[src/t08_lcd_pkg.sv]
`default_nettype none

package t08_lcd_pkg;

  // host command opcodes
  typedef enum logic [1:0] {
    OP_CMD   = 2'd0,
    // parameter byte with dcx high
    OP_PARAM = 2'd1,
    OP_READ  = 2'd2,
    // repeated parameter write, count+1 times
    OP_FILL  = 2'd3
  } t08_op_e;

  // command word from the host, 18 bits
  typedef struct packed {
    t08_op_e    opcode;
    // repeat count, only meaningful for fill
    logic [7:0] count;
    logic [7:0] data;
  } t08_cmd_t;

  // kind of a single bus operation
  typedef enum logic [1:0] {
    // command byte, dcx low
    BUS_WR_CMD  = 2'd0,
    // parameter byte, dcx high
    BUS_WR_DATA = 2'd1,
    // one byte read from the panel
    BUS_RD      = 2'd2
  } t08_bus_kind_e;

  // strobe sequencer states
  typedef enum logic [1:0] {
    ST_IDLE   = 2'd0,
    // csx low, dcx settles
    ST_SETUP  = 2'd1,
    // wrx or rdx low
    ST_STROBE = 2'd2,
    // strobes back high, done pulse
    ST_HOLD   = 2'd3
  } t08_exec_state_e;

endpackage

`default_nettype wire

[src/t08_lcd_op_if.sv]
`timescale 1ns/1ns
`default_nettype none

// one bus operation from decode to execute
interface t08_lcd_op_if;

  logic                         valid;
  t08_lcd_pkg::t08_bus_kind_e   kind;
  logic [7:0]                   data;
  // final op of a command
  logic                         last;
  // execute is idle and takes the op
  logic                         ready;
  // bus cycle of the op has ended
  logic                         done;

  modport decode_mp (
    output valid, kind, data, last,
    input  ready
  );

  modport exec_mp (
    input  valid, kind, data, last,
    output ready, done
  );

endinterface

`default_nettype wire

[src/t08_cmd_decode.sv]
`timescale 1ns/1ns
`default_nettype none

module t08_cmd_decode #(
  parameter int FIFO_DEPTH = 4
) (
  input  logic                  hwclk,
  input  logic                  reset,
  input  logic                  cmd_valid,
  input  t08_lcd_pkg::t08_cmd_t cmd_word,
  t08_lcd_op_if.decode_mp       op
);

  localparam int PTR_W = (FIFO_DEPTH > 1) ? $clog2(FIFO_DEPTH) : 1;
  localparam int CNT_W = $clog2(FIFO_DEPTH + 1);

  // command storage
  t08_lcd_pkg::t08_cmd_t mem [FIFO_DEPTH];

  logic [PTR_W-1:0] wr_ptr;
  logic [PTR_W-1:0] rd_ptr;
  logic [CNT_W-1:0] fifo_cnt;
  logic             fifo_empty;
  logic             pop;

  // command currently being expanded
  logic                 busy;
  t08_lcd_pkg::t08_op_e cur_op;
  logic [7:0]           cur_data;
  // ops left after the current one
  logic [7:0]           rep_cnt;

  logic xfer;

  assign fifo_empty = (fifo_cnt == '0);
  assign xfer       = op.valid && op.ready;

  // load next command when the stage is free or its last op leaves now
  assign pop = !fifo_empty && (!busy || (xfer && op.last));

  // write side, credits guarantee room
  always_ff @(posedge hwclk) begin
    if (cmd_valid) begin
      mem[wr_ptr] <= cmd_word;
    end
  end

  always_ff @(posedge hwclk) begin
    if (reset) begin
      wr_ptr   <= '0;
      rd_ptr   <= '0;
      fifo_cnt <= '0;
    end else begin
      if (cmd_valid) begin
        // wrap after the last entry
        wr_ptr <= (wr_ptr == PTR_W'(FIFO_DEPTH - 1)) ? '0 : wr_ptr + 1'b1;
      end
      if (pop) begin
        rd_ptr <= (rd_ptr == PTR_W'(FIFO_DEPTH - 1)) ? '0 : rd_ptr + 1'b1;
      end
      case ({cmd_valid, pop})
        2'b10:   fifo_cnt <= fifo_cnt + 1'b1;
        2'b01:   fifo_cnt <= fifo_cnt - 1'b1;
        default: fifo_cnt <= fifo_cnt;
      endcase
    end
  end

  // expansion stage control
  always_ff @(posedge hwclk) begin
    if (reset) begin
      busy    <= 1'b0;
      cur_op  <= t08_lcd_pkg::OP_CMD;
      rep_cnt <= '0;
    end else if (pop) begin
      busy    <= 1'b1;
      cur_op  <= mem[rd_ptr].opcode;
      // only fill repeats
      rep_cnt <= (mem[rd_ptr].opcode == t08_lcd_pkg::OP_FILL) ? mem[rd_ptr].count : 8'd0;
    end else if (xfer) begin
      if (op.last) begin
        busy <= 1'b0;
      end else begin
        rep_cnt <= rep_cnt - 1'b1;
      end
    end
  end

  // payload byte
  always_ff @(posedge hwclk) begin
    if (pop) begin
      cur_data <= mem[rd_ptr].data;
    end
  end

  assign op.valid = busy;
  assign op.data  = cur_data;
  assign op.last  = (rep_cnt == 8'd0);

  // opcode to bus kind
  always_comb begin
    case (cur_op)
      t08_lcd_pkg::OP_CMD:  op.kind = t08_lcd_pkg::BUS_WR_CMD;
      t08_lcd_pkg::OP_READ: op.kind = t08_lcd_pkg::BUS_RD;
      // param and fill both write data bytes
      default:              op.kind = t08_lcd_pkg::BUS_WR_DATA;
    endcase
  end

endmodule

`default_nettype wire

[src/t08_bus_execute.sv]
`timescale 1ns/1ns
`default_nettype none

module t08_bus_execute #(
  parameter int STROBE_CYCLES = 2
) (
  input  logic           hwclk,
  input  logic           reset,
  t08_lcd_op_if.exec_mp  op,
  input  logic [7:0]     lcd_din,
  output logic [7:0]     lcd_dout,
  output logic           lcd_oe,
  output logic           wrx,
  output logic           rdx,
  output logic           csx,
  output logic           dcx,
  output logic           op_done,
  output logic           op_last,
  output logic           op_read,
  output logic [7:0]     op_rdata
);

  localparam int STB_W = (STROBE_CYCLES > 1) ? $clog2(STROBE_CYCLES) : 1;

  t08_lcd_pkg::t08_exec_state_e state;
  logic [STB_W-1:0]             strobe_cnt;
  logic                         strobe_end;

  // op held for the whole bus cycle
  t08_lcd_pkg::t08_bus_kind_e kind_q;
  logic [7:0]                 data_q;
  logic                       last_q;
  logic [7:0]                 rdata_q;

  logic is_read;
  logic take;

  assign is_read    = (kind_q == t08_lcd_pkg::BUS_RD);
  assign take       = op.valid && op.ready;
  assign strobe_end = (strobe_cnt == STB_W'(STROBE_CYCLES - 1));

  always_ff @(posedge hwclk) begin
    if (reset) begin
      state      <= t08_lcd_pkg::ST_IDLE;
      strobe_cnt <= '0;
      kind_q     <= t08_lcd_pkg::BUS_WR_CMD;
      last_q     <= 1'b0;
    end else begin
      case (state)
        t08_lcd_pkg::ST_IDLE: begin
          if (take) begin
            kind_q <= op.kind;
            last_q <= op.last;
            state  <= t08_lcd_pkg::ST_SETUP;
          end
        end
        t08_lcd_pkg::ST_SETUP: begin
          // one cycle of address setup before the strobe
          strobe_cnt <= '0;
          state      <= t08_lcd_pkg::ST_STROBE;
        end
        t08_lcd_pkg::ST_STROBE: begin
          if (strobe_end) begin
            state <= t08_lcd_pkg::ST_HOLD;
          end else begin
            strobe_cnt <= strobe_cnt + 1'b1;
          end
        end
        default: begin
          // hold cycle, strobes already high
          state <= t08_lcd_pkg::ST_IDLE;
        end
      endcase
    end
  end

  // write byte captured at the transfer
  always_ff @(posedge hwclk) begin
    if (take) begin
      data_q <= op.data;
    end
  end

  // sample panel data in the last low cycle of rdx
  always_ff @(posedge hwclk) begin
    if (state == t08_lcd_pkg::ST_STROBE && strobe_end && is_read) begin
      rdata_q <= lcd_din;
    end
  end

  // handshake back to decode
  assign op.ready = (state == t08_lcd_pkg::ST_IDLE);
  assign op.done  = (state == t08_lcd_pkg::ST_HOLD);

  // chip select covers setup, strobe and hold
  assign csx = (state == t08_lcd_pkg::ST_IDLE);
  assign wrx = !(state == t08_lcd_pkg::ST_STROBE && !is_read);
  assign rdx = !(state == t08_lcd_pkg::ST_STROBE && is_read);
  // low only for command bytes
  assign dcx = (kind_q != t08_lcd_pkg::BUS_WR_CMD);

  // drive the pads only while a write is on the bus
  assign lcd_oe   = (state != t08_lcd_pkg::ST_IDLE) && !is_read;
  assign lcd_dout = data_q;

  // status to the result block
  assign op_done  = op.done;
  assign op_last  = last_q;
  assign op_read  = is_read;
  assign op_rdata = rdata_q;

endmodule

`default_nettype wire

[src/t08_read_result.sv]
`timescale 1ns/1ns
`default_nettype none

module t08_read_result #(
  parameter int FIFO_DEPTH = 4
) (
  input  logic       hwclk,
  input  logic       reset,
  input  logic       cmd_valid,
  input  logic       op_done,
  input  logic       op_last,
  input  logic       op_read,
  input  logic [7:0] op_rdata,
  output logic       credit_return,
  output logic       rd_valid,
  output logic [7:0] rd_data,
  output logic       idle
);

  localparam int PEND_W = $clog2(FIFO_DEPTH + 1);

  // commands sent but not yet credited back
  logic [PEND_W-1:0] pending;
  logic              cmd_end;

  assign cmd_end = op_done && op_last;

  always_ff @(posedge hwclk) begin
    if (reset) begin
      credit_return <= 1'b0;
      rd_valid      <= 1'b0;
    end else begin
      credit_return <= cmd_end;
      // a read is always a single-op command
      rd_valid      <= cmd_end && op_read;
    end
  end

  always_ff @(posedge hwclk) begin
    if (op_done && op_read) begin
      rd_data <= op_rdata;
    end
  end

  always_ff @(posedge hwclk) begin
    if (reset) begin
      pending <= '0;
    end else begin
      case ({cmd_valid, credit_return})
        2'b10:   pending <= pending + 1'b1;
        2'b01:   pending <= pending - 1'b1;
        default: pending <= pending;
      endcase
    end
  end

  assign idle = (pending == '0);

endmodule

`default_nettype wire

[src/t08_lcd_top.sv]
`timescale 1ns/1ns
`default_nettype none

module t08_lcd_top #(
  parameter int FIFO_DEPTH    = 4,
  parameter int STROBE_CYCLES = 2
) (
  input  logic                  hwclk,
  input  logic                  reset,

  // host side
  input  logic                  cmd_valid,
  input  t08_lcd_pkg::t08_cmd_t cmd_word,
  output logic                  credit_return,
  output logic                  rd_valid,
  output logic [7:0]            rd_data,
  output logic                  idle,

  // 8080 style panel bus
  output logic [7:0]            lcd_dout,
  output logic                  lcd_oe,
  input  logic [7:0]            lcd_din,
  output logic                  wrx,
  output logic                  rdx,
  output logic                  csx,
  output logic                  dcx
);

  // decode to execute
  t08_lcd_op_if lcd_op ();

  // execute to result
  logic       op_done;
  logic       op_last;
  logic       op_read;
  logic [7:0] op_rdata;

  t08_cmd_decode #(
    .FIFO_DEPTH(FIFO_DEPTH)
  ) i_decode (
    .hwclk(hwclk), .reset(reset),
    .cmd_valid(cmd_valid), .cmd_word(cmd_word),
    .op(lcd_op.decode_mp)
  );

  t08_bus_execute #(
    .STROBE_CYCLES(STROBE_CYCLES)
  ) i_execute (
    .hwclk(hwclk), .reset(reset),
    .op(lcd_op.exec_mp),
    .lcd_din(lcd_din), .lcd_dout(lcd_dout), .lcd_oe(lcd_oe),
    .wrx(wrx), .rdx(rdx), .csx(csx), .dcx(dcx),
    .op_done(op_done), .op_last(op_last), .op_read(op_read), .op_rdata(op_rdata)
  );

  t08_read_result #(
    .FIFO_DEPTH(FIFO_DEPTH)
  ) i_result (
    .hwclk(hwclk), .reset(reset),
    .cmd_valid(cmd_valid),
    .op_done(op_done), .op_last(op_last), .op_read(op_read), .op_rdata(op_rdata),
    .credit_return(credit_return), .rd_valid(rd_valid), .rd_data(rd_data),
    .idle(idle)
  );

endmodule

`default_nettype wire

[config.mk]
export PLATFORM = sky130hd
export DESIGN_NAME = t08_lcd_top
export DESIGN_NICKNAME = d
export VERILOG_FILES = /design/src/t08_lcd_pkg.sv /design/src/t08_lcd_op_if.sv /design/src/t08_cmd_decode.sv /design/src/t08_bus_execute.sv /design/src/t08_read_result.sv /design/src/t08_lcd_top.sv
export SDC_FILE = /design/constraint.sdc
export NUM_CORES = 1
export LEC_CHECK = 0
export BUFFER_PORTS_ARGS = -buffer_cell sky130_fd_sc_hd__buf_4
export CORE_MARGIN = 1
export CORE_UTILIZATION = 55
export DETAILED_ROUTE_END_ITERATION = 8
export PLACE_DENSITY = 0.71
export SYNTH_ARGS = -nofsm -noshare
export SYNTH_HDL_FRONTEND = slang
export SYNTH_HIERARCHICAL = 1
export SYNTH_SLANG_ARGS = --single-unit
[constraint.sdc]
create_clock -name hwclk -period 4.8 [get_ports hwclk]
set_input_delay 0.24 -clock hwclk [delete_from_list [all_inputs] [get_ports hwclk]]
set_output_delay 0.24 -clock hwclk [all_outputs]
set_load 0.01 [all_outputs]
# Word-level counts from Yosys, hierarchy flattened
# Memories as Yosys holds them, arrays and structs flattened. A register that Yosys moved wholly into a read port is not among the register bits.
# Cells that the tools add are included.
# Widths: inputs -> output; s select.
dict set report classes {
  addsub 8
  eq_ne 15
  muxes 21
  reduce_logical 33
}
# cell count
set op_table {}
lappend op_table {{$mux 8} 4}
lappend op_table {{$eq 2x2->1 const B} 9}
lappend op_table {{$reduce_bool 2->1} 7}
lappend op_table {{$mux 2} 6}
lappend op_table {{$pmux 3 s2} 2}
lappend op_table {{$logic_and 1x1->1} 11}
lappend op_table {{$logic_not 8->1} 1}
lappend op_table {{$reduce_and 2->1} 4}
lappend op_table {{$sub 8x1->8 const B} 1}
lappend op_table {{$add 3x1->3 const B} 2}
lappend op_table {{$eq 2x1->1 const B} 3}
lappend op_table {{$logic_not 3->1} 2}
lappend op_table {{$mux 1} 6}
lappend op_table {{$pmux 2 s3} 1}
lappend op_table {{$sub 3x1->3 const B} 2}
lappend op_table {{$logic_not 1->1} 5}
lappend op_table {{$add 2x1->2 const B} 2}
lappend op_table {{$logic_not 2->1} 2}
lappend op_table {{$ne 2x2->1 const B} 2}
lappend op_table {{$pmux 2 s2} 1}
lappend op_table {{$ne 2x1->1 const B} 1}
lappend op_table {{$pmux 1 s2} 1}
lappend op_table {{$add 1x1->1 const B} 1}
lappend op_table {{$logic_or 1x1->1} 1}
dict set report totals {
  regBits 61
  ram_bits 72
  output_inout_bits 24
  wordCells 95
  n_memories 1
}
# name words word_bits read_ports rd_clocked_by_memory_dff write_ports line
set memory_table {}
lappend memory_table {i_decode.mem 4 18 1 1 1 t08_cmd_decode.sv:18} ;# t08_lcd_pkg::t08_cmd_t mem [FIFO_DEPTH];

# Depth between registers and ports, before layout
dict set report logic_depth {
  depth_word 7
  ltp_mapped 11
  ltp_nobuf 11
}

# Cells and area by module
# The synthesis kept the hierarchy.
# mod n_inst cells_per_inst area_each_um2 seq_area_each_um2
set modules_own_cells {}
lappend modules_own_cells {t08_cmd_decode 1 245 4063.9 2802.7}
lappend modules_own_cells {t08_bus_execute 1 59 838.3 600.6}
lappend modules_own_cells {t08_read_result 1 33 462.9 340.3}

# Worst setup path before layout
# OpenSTA, ideal clock, no wires.
dict set report synth_timing {
  path_type {reg-to-reg}
  start {reg i_decode.rep_cnt[0]}
  end {reg i_decode.fifo_cnt[2]}
  setup_time_ns 0.071
  arrival_ns 2.760
  slack_ns 1.969
  path_stages_with_launch 12
  path_buffers 0
  path_cell_list {dfxtp_1 inv_1 ha_1 nor3b_4 a31oi_4 nor2_1 ha_1 inv_1 fa_1 xor2_1 or3_1 a21oi_1}
}
dict set report synth_via {
  elab_chain_cells 6
}
# element line
set synth_lines {}
lappend synth_lines {{start: declaration} t08_cmd_decode.sv:31} ;# logic [7:0] rep_cnt;
lappend synth_lines {{start signal: assignment} t08_cmd_decode.sv:79} ;# rep_cnt <= (mem[rd_ptr].opcode == t08_lcd_pkg::OP_FILL) ? mem[rd_ptr].count : 8'd0;
lappend synth_lines {{start signal: assignment} t08_cmd_decode.sv:84} ;# rep_cnt <= rep_cnt - 1'b1;
lappend synth_lines {{$logic_not 8->1 *} t08_cmd_decode.sv:98} ;# assign op.last = (rep_cnt == 8'd0);
lappend synth_lines {{$logic_and 1x1->1 *} t08_cmd_decode.sv:39} ;# assign pop = !fifo_empty && (!busy || (xfer && op.last));
lappend synth_lines {{$logic_or 1x1->1 *} t08_cmd_decode.sv:39}
lappend synth_lines {{$logic_and 1x1->1 *} t08_cmd_decode.sv:39}
lappend synth_lines {{named net i_decode.pop} t08_cmd_decode.sv:24} ;# logic pop;
lappend synth_lines {{$eq 2x1->1 or $eq 2x2->1 (tied branches)} t08_cmd_decode.sv:61} ;# case ({cmd_valid, pop})
lappend synth_lines {{$pmux 3 s2 or $reduce_bool 2->1 (tied branches)} n/a}
lappend synth_lines {{end signal: assignment} t08_cmd_decode.sv:62} ;# 2'b10: fifo_cnt <= fifo_cnt + 1'b1;
lappend synth_lines {{end signal: assignment} t08_cmd_decode.sv:63} ;# 2'b01: fifo_cnt <= fifo_cnt - 1'b1;
lappend synth_lines {{end signal: assignment} t08_cmd_decode.sv:64} ;# default: fifo_cnt <= fifo_cnt;
lappend synth_lines {{end: declaration} t08_cmd_decode.sv:22} ;# logic [CNT_W-1:0] fifo_cnt;
# The timed path passes the listed nets; every way through them passes the cells marked *.
# A chain may end at the register's enable or synchronous reset.

# Final worst setup path
# Same ends and word-level chain as after synthesis.

==> summary.md <==
| Metric | Value |
|---|---|
| Crit-path slowest cell | nor2_1 |
| Top_reg_cell synth | edfxtp_1 |
| Antenna violations before repair | 0 |
| Io pins | 53 |
| Setup CP Type | reg -> reg |
| Die Ht | 101 um |
| First-pass GRT wire length | 15.1 mm |
| Asr flop ratio synth | 0 |
| Post-CTS Setup Bufs | 0 |
| Ys Warns | 6 |
| Core Area | 9330 um2 |
| Mean post-synth cell area | 15.9 um2 |
| Share of cells above drive strength 1 | 0.252 |
| Pwr/cell area | 556 nW/um2 |
| NumNets Final | 467 |
| Critical path peak fanout | 10 |
| Largest net degree at the start of global routing | 29 |
| Area of the multi-input gates | 1470 um2 |
| Final slew viol count | 0 |
| DPL Wire Length | about 5.9 mm |
| RSZ-0062 raised after global routing | false |
| Synth unique cells | 55 |
| Clock root cell | clkbuf_8 |
| Clock Path Buffers | 2 |
| Critical path, cell by cell | inv_1 > ha_1 > nor3b_4 > a31oi_4 > nor2_1 > ha_1 > inv_1 > fa_1 > xor2_1 > or3_1 > a21oi_1 |
| Total gr overflow | 0 |
| # resized after CTS | 0 |
| Most common cell after layout, fill and taps aside | edfxtp_1 |
| FF-to-FF setup slack | 1.53 ns |
| Vias | 3050 |
| Worst Path Arrival | 3.71 ns |
| Most frequent cells in the layout | 104 x edfxtp_1, 54 x buf_4, 31 x dfxtp_1, 26 x dlygate4sd3_1, 20 x a21oi_1 |
| Routed Antenna Nets | 0 |
| Area Growth Syn to Fin | 24.4% |
| Clock Skew | 0.0104 ns |
| Final Hold Fails | 0 |
| DIE WIDTH | about 100 um |
| Register area | 3740 um2 |
| Port Buffers | 52 |
| Vias in the first global route | 3128 |
| Setup crit end kind | register |
| Worst VDD drop | 0.000363 V |
| Die area | a little over 10000 um2 |
| Starting density of the core | 0.575 |
| Drt total wl | roughly 9.3 mm |
| Clock sinks | 135 |
| LEAKAGE | 2.39 nW |
| Mapped Nets | 381 |
| Final setup viols | 0 |
| Worst skew pair latency | 0.51 ns |
| Worst Path Required | between 5 and 6 ns |
| Type of origin of the critical path | register |
| # H-tree levels | 4 |
| Hold-fix buffers at CTS | 26 |
| RD Place Congestion | 0.813 |
| Synthesized area | 5370 um2 |
| Rows | 35 |
| Hold Path Stages | 3 |
| FF-to-FF path depth | 11 |
| DRT iter0 DRCs | around 140 |
| Via/cell ratio | 5.40 |
| Setup tns final | 0 ns |
| Worst slew margin | 0.359 |
| Fmax achieved | 0.306 GHz |
| Post-DR wirelength/cell | roughly 16 um |
| Min-Delay Path Class | in -> reg |
| Drt drc | 0 |
| CTS tree | yes |
| Largest stage delay, worst path | 0.61 ns |
| Register area share after synthesis | 0.698 |
| Synth Instances | 337 |
| GRT Total Usage | 0.205 |
| Fill cells | 610 |
| #FFs+latches synth | 135 |
| N_diodes | 0 |
| Tcrit/Tclk final | 0.681 |
| Post-synth EDFFs | 104 |
| Run status | finished clean |
| Inserted Clock Buffers | 17 |
| Post-layout min period | between 3 and 4 ns |
| Max Cap Viol | 0 |
| Clock transition at the registers of the reported paths | 0.06 ns |
| Drt pass-1 iters | 4 |
| Worst-margin pin slew | about 0.96 ns |
| Hold_ws | 0.0317 ns |
-- worst max-delay path, delay by kind of cell (launching register included) --
kind / cells / cell delay (ns)
buffers and inverters: 2 / 0.15
AND/OR/NAND/NOR: 3 / 1.31
AO/OA/AOI/OAI: 2 / 0.36
XOR/XNOR: 1 / 0.16
flip-flops: 1 / 0.34
adder cells (fa/ha/maj): 3 / 0.88
-- cells in the mapped netlist (2+ instances only) --
library cell	number	share of area
edfxtp_1	104	0.58
dfxtp_1	31	0.12
a21oi_1	20	0.019
inv_1	18	0.013
mux4_2	18	0.076
nor2_1	15	0.010
nand2_1	14	0.0098
ha_1	13	0.030
nand4_1	9	0.010
nand3_1	8	0.0075
and2_1	7	0.0082
o21ai_0	7	0.0065
or3_1	6	0.0070
mux2i_1	5	0.0093
clkbuf_1	4	0.0028
nor3_1	4	0.0037
xor2_1	4	0.0065
a211oi_1	3	0.0042
a31oi_1	3	0.0035
buf_4	3	0.0042
nor2b_1	3	0.0035
buf_2	2	0.0019
fa_1	2	0.0075
inv_2	2	0.0014
or4_1	2	0.0028
-- registers in the layout, indices dropped and copies added (netlist names), 2 cells and up, named ones only --
name / count
i_execute/op_rdata: 8
i_decode/wr_ptr: 2
i_decode/fifo_cnt: 3
i_decode/cur_op: 2
i_decode/op.data: 8
i_execute/state: 2
i_decode/rep_cnt: 8
i_execute/lcd_dout: 8
i_decode/rd_ptr: 2
i_execute/kind_q: 2
i_result/rd_data: 8
i_result/pending: 3
i_decode/mem: 72
-- layout make-up --
| cell class | count | area share |
|---|---|---|
| multi-input combinational | 169 | 0.220 |
| inverter | 20 | 0.0112 |
| timing repair buffer | 80 | 0.0997 |
| sequential | 135 | 0.561 |
| tap | 129 | 0.0242 |
| clock buffer | 18 | 0.0626 |
| clock inverter | 14 | 0.0210 |
-- routing by layer --
metal  track usage  routed length [um]
met1         0.250                4060
met2         0.347                4710
met5             0                   0
met3        0.0583                 421
met4        0.0803                  92
-- metrics by stage --
stage	util	power, W	instances	cell area [um2]	worst slack [ns]
detailed placement	0.628	0.00251	507	5860	1.56
floorplan	-	0.00225	337	5370	1.97
global route	0.716	0.00390	565	6680	1.31
CTS	0.716	0.00373	565	6680	1.48
global placement	0.628	0.00249	507	5860	1.70
finish	0.716	0.00371	565	6680	1.53
-- worst paths after layout --
path | startpoint | to
worst min-delay path | cmd_valid | i_decode/wr_ptr[1]$_SDFFE_PP0P_
worst max register to register | i_decode/rep_cnt[0]$_SDFFE_PP0P_ | i_decode/fifo_cnt[2]$_SDFFE_PP0P_
worst min register to register | i_decode/op.data[1]$_DFFE_PN_ | i_execute/lcd_dout[1]$_DFFE_PP_
worst max-delay path | i_decode/rep_cnt[0]$_SDFFE_PP0P_ | i_decode/fifo_cnt[2]$_SDFFE_PP0P_
-- where the power goes --
part           internal, W  switching, W
Clock             0.000701      0.000502
Sequential         0.00145      0.000127
Combinational     0.000412      0.000519
Total              0.00256       0.00115
-- cells by family (layout without fill, tap and decap cells) --
family                   count (synthesis)  after routing  synth area share
flip-flops                             135            135             0.698
adder cells (fa/ha/maj)                 15             15            0.0378
AO/OA/AOI/OAI                           48             48            0.0616
buffers and inverters                   33            132            0.0280
AND/OR/NAND/NOR                         79             79            0.0835
multiplexers                            23             23            0.0849
XOR/XNOR                                 4              4           0.00653
No activity file was read; power rests on OpenSTA's default activity.
